--- src/cpuPkg.sv ---
package cpuPkg;

    typedef logic [15:0] word_t;   // Data and instruction word
    typedef logic [7:0]  addr_t;   // Word address, upper PC bits dropped
    typedef logic [2:0]  regIdx_t;

    // BEQZ only decodes its top three bits
    typedef enum logic [4:0] {
        OP_HALT = 5'b00000,
        OP_NOP  = 5'b00001,
        OP_J    = 5'b00100,
        OP_JAL  = 5'b00110,
        OP_BEQZ = 5'b01100,
        OP_ADDI = 5'b01000,
        OP_ST   = 5'b10000,
        OP_LD   = 5'b10001,
        OP_ADD  = 5'b11011
    } opcode_e;

    localparam regIdx_t LINK_REG = 3'd7;   // JAL return address

    function automatic opcode_e opOf(input word_t instr);
        return opcode_e'(instr[15:11]);
    endfunction

    function automatic logic isBeqz(input word_t instr);
        return instr[15:13] == OP_BEQZ[4:2];
    endfunction

    function automatic regIdx_t rsOf(input word_t instr);
        return instr[10:8];
    endfunction

    function automatic regIdx_t rtOf(input word_t instr);
        return instr[7:5];
    endfunction

    function automatic regIdx_t rdOf(input word_t instr);
        return instr[4:2];
    endfunction

    // Sign-extended immediates
    function automatic word_t imm5Of(input word_t instr);
        return {{11{instr[4]}}, instr[4:0]};
    endfunction

    function automatic word_t imm8Of(input word_t instr);
        return {{8{instr[7]}}, instr[7:0]};
    endfunction

    function automatic word_t imm11Of(input word_t instr);
        return {{5{instr[10]}}, instr[10:0]};
    endfunction

endpackage
--- src/memBusIf.sv ---
`timescale 1ns/100ps

interface memBusIf import cpuPkg::*; ();

    logic  req;     // Access wanted this cycle
    logic  we;
    addr_t addr;
    word_t wdata;
    word_t rdata;   // Valid the cycle after a granted read
    logic  gnt;     // Same-cycle level from the arbiter

    modport master (
        output req, we, addr, wdata,
        input  rdata, gnt
    );

    modport arbiter (
        input  req, we, addr, wdata,
        output rdata, gnt
    );

endinterface

--- src/cpuTop.sv ---
`timescale 1ns/100ps

module cpuTop import cpuPkg::*; #(
    parameter int AddrWidth = 8
) (
    input  logic    clk,
    input  logic    arstN,
    input  logic    runEn,
    input  logic    loadEn,
    input  addr_t   loadAddr,
    input  word_t   loadData,
    output logic    retireValid,
    output regIdx_t retireRd,
    output word_t   retireData,
    output logic    halted
);

    word_t instr;
    logic  instrValid;
    addr_t instrPc;
    word_t baseData;
    logic  branchTaken;
    addr_t redirectPc;
    logic  stall;
    logic  pcHold;
    logic  memWe;
    addr_t memAddr;
    word_t memWdata;
    word_t memRdata;

    memBusIf fetchBus ();
    memBusIf dataBus ();

    fetchUnit u_fetch (
        .clk        (clk),
        .arstN      (arstN),
        .bus        (fetchBus.master),
        .pcHold     (pcHold),
        .stall      (stall),
        .redirect   (branchTaken),
        .redirectPc (redirectPc),
        .instr      (instr),
        .instrValid (instrValid),
        .instrPc    (instrPc)
    );

    pipeCore u_core (
        .clk         (clk),
        .arstN       (arstN),
        .instr       (instr),
        .instrValid  (instrValid),
        .instrPc     (instrPc),
        .stall       (stall),
        .bus         (dataBus.master),
        .baseData    (baseData),
        .branchTaken (branchTaken),
        .redirectPc  (redirectPc),
        .retireValid (retireValid),
        .retireRd    (retireRd),
        .retireData  (retireData),
        .halted      (halted)
    );

    hazardUnit u_hazard (
        .clk         (clk),
        .arstN       (arstN),
        .instr       (instr),
        .instrValid  (instrValid),
        .baseData    (baseData),
        .branchTaken (branchTaken),
        .stall       (stall),
        .pcHold      (pcHold)
    );

    memArbiter #(.AddrWidth(AddrWidth)) u_arb (
        .clk      (clk),
        .arstN    (arstN),
        .fetchBus (fetchBus.arbiter),
        .dataBus  (dataBus.arbiter),
        .loadEn   (loadEn),
        .loadAddr (loadAddr),
        .loadData (loadData),
        .runEn    (runEn),
        .memWe    (memWe),
        .memAddr  (memAddr),
        .memWdata (memWdata),
        .memRdata (memRdata)
    );

    unifiedMem #(.AddrWidth(AddrWidth)) u_mem (
        .clk   (clk),
        .we    (memWe),
        .addr  (memAddr),
        .wdata (memWdata),
        .rdata (memRdata)
    );

endmodule

--- src/unifiedMem.sv ---
`timescale 1ns/100ps

module unifiedMem import cpuPkg::*; #(
    parameter int AddrWidth = 8
) (
    input  logic  clk,
    input  logic  we,
    input  addr_t addr,
    input  word_t wdata,
    output word_t rdata
);

    word_t mem [2**AddrWidth];   // Instructions and data together

    always_ff @(posedge clk) begin
        if (we) begin
            mem[addr[AddrWidth-1:0]] <= wdata;
        end
        rdata <= mem[addr[AddrWidth-1:0]];   // Old contents on a write cycle
    end

endmodule

--- src/memArbiter.sv ---
`timescale 1ns/100ps

module memArbiter import cpuPkg::*; #(
    parameter int AddrWidth = 8
) (
    input  logic     clk,
    input  logic     arstN,
    memBusIf.arbiter fetchBus,
    memBusIf.arbiter dataBus,
    input  logic     loadEn,
    input  addr_t    loadAddr,
    input  word_t    loadData,
    input  logic     runEn,
    output logic     memWe,
    output addr_t    memAddr,
    output word_t    memWdata,
    input  word_t    memRdata
);

    typedef enum logic [1:0] {
        OWN_NONE,
        OWN_FETCH,
        OWN_DATA
    } owner_e;

    localparam addr_t AddrMask = addr_t'((1 << AddrWidth) - 1);

    owner_e owner;     // Master whose read is on memRdata
    logic   loadGnt;
    addr_t  selAddr;

    // Data over fetch over the load port, fetch only while running
    assign dataBus.gnt  = dataBus.req;
    assign fetchBus.gnt = fetchBus.req && !dataBus.req && runEn;
    assign loadGnt      = loadEn && !runEn && !dataBus.req;

    always_comb begin
        memWe    = 1'b0;
        selAddr  = fetchBus.addr;
        memWdata = fetchBus.wdata;
        if (dataBus.gnt) begin
            memWe    = dataBus.we;
            selAddr  = dataBus.addr;
            memWdata = dataBus.wdata;
        end else if (loadGnt) begin
            memWe    = 1'b1;
            selAddr  = loadAddr;
            memWdata = loadData;
        end
    end

    assign memAddr = selAddr & AddrMask;

    assign dataBus.rdata  = (owner == OWN_DATA)  ? memRdata : '0;
    assign fetchBus.rdata = (owner == OWN_FETCH) ? memRdata : '0;

    always_ff @(posedge clk or negedge arstN) begin
        if (!arstN) begin
            owner <= OWN_NONE;
        end else if (dataBus.gnt && !dataBus.we) begin
            owner <= OWN_DATA;
        end else if (fetchBus.gnt) begin
            owner <= OWN_FETCH;
        end else begin
            owner <= OWN_NONE;
        end
    end

    oneGrant: assert property (@(posedge clk) disable iff (!arstN)
        $onehot0({dataBus.gnt, fetchBus.gnt, loadGnt}));

endmodule

--- src/pipeCore.sv ---
`timescale 1ns/100ps

module pipeCore import cpuPkg::*; (
    input  logic    clk,
    input  logic    arstN,
    input  word_t   instr,
    input  logic    instrValid,
    input  addr_t   instrPc,
    input  logic    stall,
    memBusIf.master bus,
    output word_t   baseData,
    output logic    branchTaken,
    output addr_t   redirectPc,
    output logic    retireValid,
    output regIdx_t retireRd,
    output word_t   retireData,
    output logic    halted
);

    word_t   regFile [8];
    opcode_e decOp;
    logic    issue;
    logic    haltIssued;
    logic    decWe;
    logic    decLd;
    logic    decSt;
    regIdx_t decRd;
    word_t   decImm;

    logic    exValid, exWe, exLd, exSt, exAdd, exJal, exBeqz, exHalt;
    regIdx_t exRd;
    word_t   exA;
    word_t   exB;
    word_t   exImm;
    addr_t   exPc;
    word_t   exResult;
    word_t   brSum;

    logic    memValid, memWe, memLd, memSt, memHalt;
    regIdx_t memRd;
    word_t   memResult;
    word_t   memStData;

    logic    wbValid, wbWe, wbLd, wbHalt;
    logic    haltedR;
    regIdx_t wbRd;
    word_t   wbResult;

    // Decode
    assign baseData = regFile[rsOf(instr)];
    assign issue    = instrValid && !stall && !branchTaken && !haltIssued;

    always_comb begin
        decOp  = opOf(instr);
        decWe  = 1'b0;
        decLd  = 1'b0;
        decSt  = 1'b0;
        decRd  = rtOf(instr);
        decImm = isBeqz(instr) ? imm8Of(instr) : imm5Of(instr);
        case (decOp)
            OP_JAL: begin
                decWe = 1'b1;
                decRd = LINK_REG;
            end
            OP_ADDI: decWe = 1'b1;
            OP_LD: begin
                decWe = 1'b1;
                decLd = 1'b1;
            end
            OP_ST: decSt = 1'b1;
            OP_ADD: begin
                decWe = 1'b1;
                decRd = rdOf(instr);
            end
            default: ;
        endcase
    end

    // Execute
    always_comb begin
        if (exAdd) begin
            exResult = exA + exB;
        end else if (exJal) begin
            exResult = {8'h00, exPc} + 16'd1;   // Return address
        end else begin
            exResult = exA + exImm;             // ADDI value or LD/ST address
        end
    end

    assign branchTaken = exValid && exBeqz && exA == '0;
    assign brSum       = {8'h00, exPc} + 16'd1 + exImm;
    assign redirectPc  = brSum[7:0];

    // Memory
    assign bus.req   = memValid && (memLd || memSt);
    assign bus.we    = memSt;
    assign bus.addr  = memResult[7:0];
    assign bus.wdata = memStData;

    // Writeback, load data arrives the cycle after the request
    assign retireValid = wbValid && wbWe;
    assign retireRd    = wbRd;
    assign retireData  = wbLd ? bus.rdata : wbResult;
    assign halted      = haltedR || (wbValid && wbHalt);

    always_ff @(posedge clk or negedge arstN) begin
        if (!arstN) begin
            haltIssued <= 1'b0;
            exValid    <= 1'b0;
            memValid   <= 1'b0;
            wbValid    <= 1'b0;
            haltedR    <= 1'b0;
            for (int i = 0; i < 8; i++) begin
                regFile[i] <= '0;
            end
        end else begin
            if (issue && decOp == OP_HALT) begin
                haltIssued <= 1'b1;   // Nothing younger issues after HALT
            end
            exValid  <= issue;
            memValid <= exValid;
            wbValid  <= memValid;
            if (wbValid && wbHalt) begin
                haltedR <= 1'b1;
            end
            if (retireValid) begin
                regFile[wbRd] <= retireData;
            end
        end
    end

    always_ff @(posedge clk) begin
        exWe      <= decWe;
        exLd      <= decLd;
        exSt      <= decSt;
        exAdd     <= decOp == OP_ADD;
        exJal     <= decOp == OP_JAL;
        exBeqz    <= isBeqz(instr);
        exHalt    <= decOp == OP_HALT;
        exRd      <= decRd;
        exA       <= baseData;
        exB       <= regFile[rtOf(instr)];
        exImm     <= decImm;
        exPc      <= instrPc;
        memWe     <= exWe;
        memLd     <= exLd;
        memSt     <= exSt;
        memHalt   <= exHalt;
        memRd     <= exRd;
        memResult <= exResult;
        memStData <= exB;
        wbWe      <= memWe;
        wbLd      <= memLd;
        wbHalt    <= memHalt;
        wbRd      <= memRd;
        wbResult  <= memResult;
    end

    // The arbiter gives the data master the port without waiting
    dataAlwaysGranted: assert property (@(posedge clk) disable iff (!arstN)
        bus.req |-> bus.gnt);

endmodule

--- src/fetchUnit.sv ---
`timescale 1ns/100ps

module fetchUnit import cpuPkg::*; (
    input  logic    clk,
    input  logic    arstN,
    memBusIf.master bus,
    input  logic    pcHold,
    input  logic    stall,
    input  logic    redirect,
    input  addr_t   redirectPc,
    output word_t   instr,
    output logic    instrValid,
    output addr_t   instrPc
);

    addr_t pc;
    logic  fresh;       // Decode word is on the bus this cycle
    word_t heldInstr;
    word_t jumpSum;
    addr_t jumpTarget;
    logic  fetchGo;

    assign instr = fresh ? bus.rdata : heldInstr;

    // J and JAL targets are relative to the following word
    assign jumpSum    = {8'h00, instrPc} + 16'd1 + imm11Of(instr);
    assign jumpTarget = jumpSum[7:0];

    // Only fetch when decode will have room next cycle
    assign bus.req   = !redirect && !pcHold && (!instrValid || !stall);
    assign bus.we    = 1'b0;
    assign bus.addr  = pc;
    assign bus.wdata = '0;
    assign fetchGo   = bus.req && bus.gnt;

    always_ff @(posedge clk or negedge arstN) begin
        if (!arstN) begin
            pc         <= '0;
            fresh      <= 1'b0;
            instrValid <= 1'b0;
            instrPc    <= '0;
        end else if (redirect) begin
            pc         <= redirectPc;   // Taken branch, drop the word in decode
            fresh      <= 1'b0;
            instrValid <= 1'b0;
        end else if (pcHold) begin
            pc         <= jumpTarget;   // Jump moves on, one bubble behind it
            fresh      <= 1'b0;
            instrValid <= 1'b0;
        end else if (fetchGo) begin
            pc         <= pc + addr_t'(1);
            fresh      <= 1'b1;
            instrValid <= 1'b1;
            instrPc    <= pc;
        end else begin
            fresh <= 1'b0;
            if (!stall) begin
                instrValid <= 1'b0;   // Consumed with nothing new behind it
            end
        end
    end

    always_ff @(posedge clk) begin
        heldInstr <= instr;
    end

endmodule

--- src/hazardUnit.sv ---
`timescale 1ns/100ps

module hazardUnit import cpuPkg::*; (
    input  logic  clk,
    input  logic  arstN,
    input  word_t instr,
    input  logic  instrValid,
    input  word_t baseData,
    input  logic  branchTaken,
    output logic  stall,
    output logic  pcHold
);

    localparam int Stages = 3;   // Execute, memory, writeback

    opcode_e op;
    logic    readsRs;
    logic    readsRt;
    logic    writesReg;
    logic    memAccess;
    logic    isJump;
    regIdx_t destIdx;
    word_t   addrSum;
    addr_t   decAddr;
    logic    regHaz;
    logic    memHaz;
    logic    issue;
    logic    prevJump;

    // Entry 0 is the instruction now in execute
    regIdx_t dstQ  [Stages];
    logic    wvQ   [Stages];
    logic    memQ  [Stages];
    addr_t   addrQ [Stages];

    always_comb begin
        op        = opOf(instr);
        readsRs   = isBeqz(instr);
        readsRt   = 1'b0;
        writesReg = 1'b0;
        memAccess = 1'b0;
        isJump    = 1'b0;
        destIdx   = rtOf(instr);
        case (op)
            OP_J: isJump = 1'b1;
            OP_JAL: begin
                isJump    = 1'b1;
                writesReg = 1'b1;
                destIdx   = LINK_REG;
            end
            OP_ADDI: begin
                readsRs   = 1'b1;
                writesReg = 1'b1;
            end
            OP_ST: begin
                readsRs   = 1'b1;
                readsRt   = 1'b1;   // Store data register
                memAccess = 1'b1;
            end
            OP_LD: begin
                readsRs   = 1'b1;
                writesReg = 1'b1;
                memAccess = 1'b1;
            end
            OP_ADD: begin
                readsRs   = 1'b1;
                readsRt   = 1'b1;
                writesReg = 1'b1;
                destIdx   = rdOf(instr);
            end
            default: ;
        endcase
    end

    assign addrSum = baseData + imm5Of(instr);
    assign decAddr = addrSum[7:0];

    // Compare decode sources and address against everything in flight
    always_comb begin
        regHaz = 1'b0;
        memHaz = 1'b0;
        for (int i = 0; i < Stages; i++) begin
            if (wvQ[i] && readsRs && dstQ[i] == rsOf(instr)) begin
                regHaz = 1'b1;
            end
            if (wvQ[i] && readsRt && dstQ[i] == rtOf(instr)) begin
                regHaz = 1'b1;
            end
            if (memQ[i] && memAccess && addrQ[i] == decAddr) begin
                memHaz = 1'b1;
            end
        end
    end

    assign stall  = instrValid && (regHaz || memHaz) && !branchTaken;
    assign pcHold = instrValid && isJump && !prevJump && !branchTaken;
    assign issue  = instrValid && !stall && !branchTaken;   // Culled on a taken branch

    always_ff @(posedge clk or negedge arstN) begin
        if (!arstN) begin
            for (int i = 0; i < Stages; i++) begin
                dstQ[i] <= '0;
                wvQ[i]  <= 1'b0;
                memQ[i] <= 1'b0;
            end
            prevJump <= 1'b0;
        end else begin
            dstQ[0] <= destIdx;
            wvQ[0]  <= issue && writesReg;
            memQ[0] <= issue && memAccess;
            for (int i = 1; i < Stages; i++) begin
                dstQ[i] <= dstQ[i-1];
                wvQ[i]  <= wvQ[i-1];
                memQ[i] <= memQ[i-1];
            end
            prevJump <= pcHold;
        end
    end

    always_ff @(posedge clk) begin
        addrQ[0] <= decAddr;
        for (int i = 1; i < Stages; i++) begin
            addrQ[i] <= addrQ[i-1];
        end
    end

    // Branch resolution in execute must win over a decode stall
    stallNotOnBranch: assert property (@(posedge clk) disable iff (!arstN)
        branchTaken |-> !stall);

endmodule

--- config.mk ---
export PLATFORM = sky130hd
export DESIGN_NAME = cpuTop
export DESIGN_NICKNAME = d
export VERILOG_FILES = /design/src/cpuPkg.sv /design/src/memBusIf.sv /design/src/cpuTop.sv /design/src/unifiedMem.sv /design/src/memArbiter.sv /design/src/pipeCore.sv /design/src/fetchUnit.sv /design/src/hazardUnit.sv
export SDC_FILE = /design/constraint.sdc
export NUM_CORES = 2
export LEC_CHECK = 0
export ABC_CLOCK_PERIOD_IN_PS = 5300
export BUFFER_PORTS_ARGS = -buffer_cell sky130_fd_sc_hd__buf_2
export CAP_MARGIN = 5
export CORE_ASPECT_RATIO = 1.2
export CORE_MARGIN = 5
export CORE_UTILIZATION = 47
export CTS_CLUSTER_DIAMETER = 120
export DETAILED_ROUTE_END_ITERATION = 7
export SLEW_MARGIN = 20
export SYNTH_ARGS = -nofsm -noshare
export SYNTH_HDL_FRONTEND = slang
export SYNTH_MEMORY_MAX_BITS = 65536
export SYNTH_SLANG_ARGS = --single-unit
--- constraint.sdc ---
create_clock -name clk -period 5.3 [get_ports clk]
set_clock_uncertainty 0.05 [all_clocks]
set_input_delay 0.265 -clock clk [delete_from_list [all_inputs] [get_ports clk]]
set_output_delay 0.265 -clock clk [all_outputs]
set_load 0.005 [all_outputs]
* Word level (Yosys, flattened, before mapping)
Memory sizes are Yosys's and may differ from the RTL's. A register that Yosys moved wholly into a read port is not among the register bits. Index checks and enable logic that the tools add are counted.
Word-level totals: bits in latches 0, bits in writable memories 4120, output and inout bits 21, input bits 28, memories 2, logic and storage cells 209, bits in read-only memories 0, flip-flop bits (word level) 312
Operators by class: div/mod/pow operators 0, bitwise logic cells 5, shift-type cells 0, eq/ne operators 19, multipliers 0, reductions and logical operators 65, magnitude comparators 4, mux-type cells 53, add/sub/neg operators 8
Memory list:
- u_mem.mem | depth 256, bits a word 16, rd ports 1, clocked after Yosys merged registers in 1, write ports 1, line unifiedMem.sv:13 | word_t mem [2**AddrWidth];
- u_hazard.addrQ | depth 3, bits a word 8, rd ports 3, clocked after Yosys merged registers in 0, write ports 3, line hazardUnit.sv:34 | addr_t addrQ [Stages];
Operator list (count):
- 16-bit two-way mux | 14
- 128-bit bitwise mux | 1
- 16-bit binary-select mux with 3-bit select | 2
- 16-bit demux with 3-bit select | 1
- 1-bit logical AND | 43
- 8-bit two-way mux | 5
- 16-bit adder | 2
- 1-bit two-way mux | 28
- 8-bit adder | 3
- 8-bit == test | 3
- 3-bit == test | 6
- 8-bit by 1-bit adder with 8-bit output (second input constant) | 2
- 16-bit zero test | 1
- 5-bit == test (second input constant) | 3
- 4-bit greater-or-equal comparator (second input constant) | 3
- 3-bit inverter with 4-bit output | 3
- 5-bit by 3-bit == test with 1-bit output (second input constant) | 2
- 8-bit by 1-bit adder with 9-bit output (second input constant) | 1
- 1-bit zero test | 9
- 4-bit OR reduction | 2
- 3-bit one-hot mux with 2 select lines | 1
- 2-bit OR reduction | 3
- 5-bit by 4-bit == test with 1-bit output (second input constant) | 1
- 5-bit zero test | 1
- 10 further kinds | 14

* Logic depth before layout (Yosys ltp)
word-level depth 26, gate-level depth with buffers 25, gate-level depth less buffers 20

* Modules after synthesis
Synthesis repeated with hierarchy kept, for this count alone.
Second synthesis, totals: cells, all modules 8303, area, all modules 171869.8 um^2
By module, submodules not included:
- unifiedMem | seq. area each 123318.3 um^2, instances 1, area an instance 155399.0 um^2, cells each 6727
- pipeCore | seq. area each 5710.5 um^2, instances 1, area an instance 11456.0 um^2, cells each 1055
- hazardUnit | seq. area each 880.8 um^2, instances 1, area an instance 2003.2 um^2, cells each 179
- fetchUnit | seq. area each 770.7 um^2, instances 1, area an instance 1908.1 um^2, cells each 187
- memArbiter | seq. area each 50.0 um^2, instances 1, area an instance 1103.6 um^2, cells each 155

* Worst setup path before layout
No wires, ideal clock.
path kind reg2reg, start register u_core.memValid, end memory u_mem.mem[0][10] in the netlist's numbering (data pin), path buffers 5, data arrival time 4.722 ns, data required time 4.427 ns, setup slack -0.294 ns, setup time 0.823 ns, cell stages (with the launch flop) 9, period minus slack after synthesis 5.594 ns, path through dfrtp_1 > o21ai_2 > buf_4 > buf_2 > buf_2 > buf_1 > clkbuf_1 > nand3_1 > nand2_1
On the way: cells in the longest elaborated chain, start to end 5
Ends and longest elaborated chain:
- start, declared | line pipeCore.sv:39 | logic memValid, memWe, memLd, memSt, memHalt;
- start signal, assigned | line pipeCore.sv:121 | memValid <= exValid;
- 1-bit logical AND * | line pipeCore.sv:95 | assign bus.req = memValid && (memLd || memSt);
- 1-bit zero test | line memArbiter.sv:35 | assign loadGnt = loadEn && !runEn && !dataBus.req;
- 1-bit logical AND | line memArbiter.sv:35
- 16-bit two-way mux | line memArbiter.sv:45 | end else if (loadGnt) begin
- 16-bit two-way mux * | line memArbiter.sv:41 | if (dataBus.gnt) begin
- via memWdata[10] | line cpuTop.sv:28 | word_t memWdata;
- end, declared | line unifiedMem.sv:13
The timed path passes the listed nets; every way through them passes the cells marked *.

* Final worst setup path
start register u_core.memValid, end register u_mem.rdata[15] (read register of u_mem.mem)
On the way: cells in the longest elaborated chain, start to end 5
Ends and longest elaborated chain:
- 1-bit logical AND * | line pipeCore.sv:95
- 1-bit zero test | line memArbiter.sv:35
- 1-bit logical AND | line memArbiter.sv:35
- 8-bit two-way mux | line memArbiter.sv:45
- 8-bit two-way mux * | line memArbiter.sv:41
- end, declared | line unifiedMem.sv:10 | output word_t rdata
Mark *: on every way between the ends. The rest lies on a longest branch, timed or not. A chain may end at the register's enable or synchronous reset.

==> reports/results.tsv <==
stage	metric	value	unit
power_and_ir_drop	power_density	491	nW/um^2
timing	fin_crit_sh	101	%
yosys	synthCells	9797	
power_and_ir_drop	vdd_drop_max	0.000310	V
cts	clockBufferDepth	4	
cts	cts_sinks	4435	
route	ant_nets	0	
yosys	syn-num-nets	9884	
timing	layout_setup_ws	-75.5	ps
timing	report.final.slew_viol_count	0	
placement	port_buffers	48	
yosys	syn_area	174000	sq um
timing	max_freq	186	MHz
yosys	synth_enable_flop_cells	4096	
setup_path	crit_fanout	24	
layout	fin_nets	10600	
yosys	yosysMostFrequentCell	edfxtp_1	
setup_path	path_cells	o21a_1, buf_4, nand2b_1, and2_4, buf_12, buf_12, buf_4, mux4_2, mux2i_1, buf_4, o32ai_1, or4_1, a221oi_1, nand3_1	
layout	syn2layout_area_growth	15.2	%
cts	cts_tree	done	
placement	dpl-instance-area	185000	sq um
yosys	ys.flop_type	edfxtp_1	
cts	cts_root_buffer	clkbuf_16	
cts	path_clk_slew	70	ps
die	die_y	676	microns
die	fp.dieW	565	microns
power_and_ir_drop	p_sw_share	32.4	%
setup_path	max_stage_delay	660	ps
placement	hpwl	379	mm
yosys	yosys_warnings	0	
route	wl_met1	206	mm
route	drt_pass1_iterations	8	
cts	cts-buffers-inserted	428	
yosys	async_flop_share	3.81	%
setup_path	cp_data_arrival_time	6200	ps
power_and_ir_drop	p_int	0.0664	W
route	drcViolationCount	1	
setup_path	cp_top_family	simple AND/OR/NAND/NOR gates	
layout	fin_area	200000	sq um
global_routing	track_usage	30.2	%
yosys	yosysUniqueCellTypes	87	
timing	setup_viol_count_final	2	
setup_path	start_kind	flip-flop	
route	top_layer	met5	
die	rows	244	
cts	post-cts-setup-buffers	0	
route	dr_wl_met3	63.8	mm
global_routing	grt_pass1_vias	98500	
power_and_ir_drop	p_leak	66.7	nW
layout	drive_gt1_share	23.3	%
setup_path	crit_buf_inv	5	
worst_hold_path	hold_path_class	in2reg	
global_routing	antenna_found_initial	30	
die	initial_core_util	47.2	%
cts	clkLatencyLatePin	1030	ps
die	coreArea	368000	sq um
yosys	avgSynthCellArea	17.7	sq um
timing	rsz0062_at_grt	false	
layout	post-route-util	54.3	%
setup_path	end_kind	flip-flop	
timing	min_period	5380	ps
global_routing	grt_pass1_wl	802	mm
layout	num-fill-cells	28400	
timing	hold_viol_final	0	
power_and_ir_drop	pwr-share-clk	31.6	%
yosys	synth_area_leader_cell	edfxtp_1	
route	first_iter_violations	15300	
yosys	ys_seq_elements	4435	
timing	tightestPinTransition	1380	ps
route	wl_per_cell	36.8	microns
timing	slew-limit-headroom	7.88	%
outcome	violations	DRC, setup timing	
power_and_ir_drop	p_comb_share	27.9	%
outcome	outcome	finished with violations	
route	vias_per_cell	6.44	
yosys	synth_area_leaders	edfxtp_1, mux4_2, nand2_1	
placement	pre_cts_slack	-259	ps
global_routing	grt.overflow.total	0	
route	wl_met2	268	mm
setup_path	slowest_stage	a221oi_1	
setup_path	path_common_cell	buf_4	
global_routing	grt_max_degree	149	
die	die_area	382000	sq um
yosys	synth.top_cell.area_share	70.9	%
power_and_ir_drop	p_seq_share	40.5	%
setup_path	path_class	reg2reg	
run	drv_cap	0	
yosys	ys_seq_area_share	75.3	%
power_and_ir_drop	p_sw	0.0318	W
yosys	synth_common_cells	edfxtp_1, nand2_1, mux4_2, nor2_1, nand3_1	
cts	cts_max_level	5	
setup_path	cp.required	6120	ps
placement	place_congestion	1.00	
route	wirelength	582	mm
die	ios	49	
route	vias	102000	
## cell usage in the layout (no fill, tap or decap), types with 196 or more instances in the layout
cell type	netlist	layout
nor2_1	486	344
mux4_2	815	815
mux2i_1	198	198
a22oi_1	197	196
a21oi_1	358	348
nand2_1	1161	1126
buf_4	61	680
nand3_1	401	400
edfxtp_1	4096	4096
clkbuf_16	0	436
## power groups by stage
stage / registers [W] / logic (W) / clock network [W]
after detailed placement: 0.0405 / 0.0267 / 0
final: 0.0398 / 0.0274 / 0.0310
after CTS: 0.0398 / 0.0269 / 0.0313
after global placement: 0.0405 / 0.0266 / 0
after global routing: 0.0398 / 0.0281 / 0.0328
after floorplan: 0.0401 / 0.0149 / 0
## stage by stage
stage | total power [W] | hold slack (ps) | cells | TNS [ps]
CTS | 0.0979 | 85.0 | 15800 | 0
global route | 0.101 | 70.4 | 15800 | 0
floorplan | 0.0550 | -80.6 | 9797 | 0
global placement | 0.0671 | 169 | 15000 | -591
detailed placement | 0.0672 | 172 | 15000 | -373
finish | 0.0982 | 87.6 | 15800 | -91.1
## routing by layer
metal / GRT usage (%) / up-vias
met2: 46.4 / 6683
li1: - / 40300
met5: 0.0505 / -
met1: 38.9 / 53300
met3: 7.44 / 1364
met4: 18.5 / 12
## tightest hold or removal path, stage by stage
cell     delay, ps
buf_2          100
nand3_1        300
nand2_8        220
## repair_timing
| item | CTS | global route |
|---|---|---|
| resized for setup | 0 | 4 |
| hold buffers | 6 | 0 |
| hold endpoints to repair | 213 | 0 |
| setup endpoints to repair | 0 | 13 |
## sequential cells by signal (all words and copies together) (netlist names), 3 cells and up
signal / cells
u_core.retireRd: 3
u_mem.rdata: 16
u_core.regFile: 128
u_mem.mem: 4096
u_core.exPc: 8
u_hazard.addrQ: 24
u_core.memRd: 3
u_fetch.bus.addr: 8
u_hazard.wvQ: 3
u_fetch.heldInstr: 11
u_core.wbResult: 16
u_core.exRd: 3
u_hazard.dstQ: 9
u_core.bus.wdata: 16
u_fetch.instrPc: 8
u_core.exB: 16
u_core.exImm: 8
u_core.exA: 16
u_core.memResult: 16
u_hazard.memQ: 3
## worst paths after layout
path | cells past startpoint | endpoint | slack (ps) | startpoint
min reg2reg | 0 | u_core.wbResult[14] | 260 | u_core.memResult[14]
max reg2reg | 14 | u_mem.rdata[15] | -80 | u_core.memValid
min | 3 | u_mem.mem[235][13] | 90 | loadData[13]
max | 14 | u_mem.rdata[15] | -80 | u_core.memValid
min in group asynchronous | 4 | u_fetch.instrPc[6] | 330 | arstN
max in group asynchronous | 4 | u_core.regFile[27] | 3960 | arstN
## area by class of cell
type                    instances  area, sq um  share of cell area [%]
flip-flops and latches       4435       131000                    65.3
multi-input cells            4730        41100                    20.5
clock buffers                 536        11400                    5.70
repair buffers                845         7610                    3.81
well taps                    4920         6160                    3.08
clock inverters               253         2780                    1.39
inverters                      61          229                   0.115
diodes                         23         57.6                  0.0288
## logic make-up after synthesis
family	synth area share (%)
AO/OA/AOI/OAI	4.04
XOR/XNOR	0.488
adder cells (fa/ha/maj)	0.447
buffers and inverters	1.73
flip-flops	75.3
multiplexers	11.8
AND/OR/NAND/NOR	6.21
No activity file was read; power rests on OpenSTA's default activity.
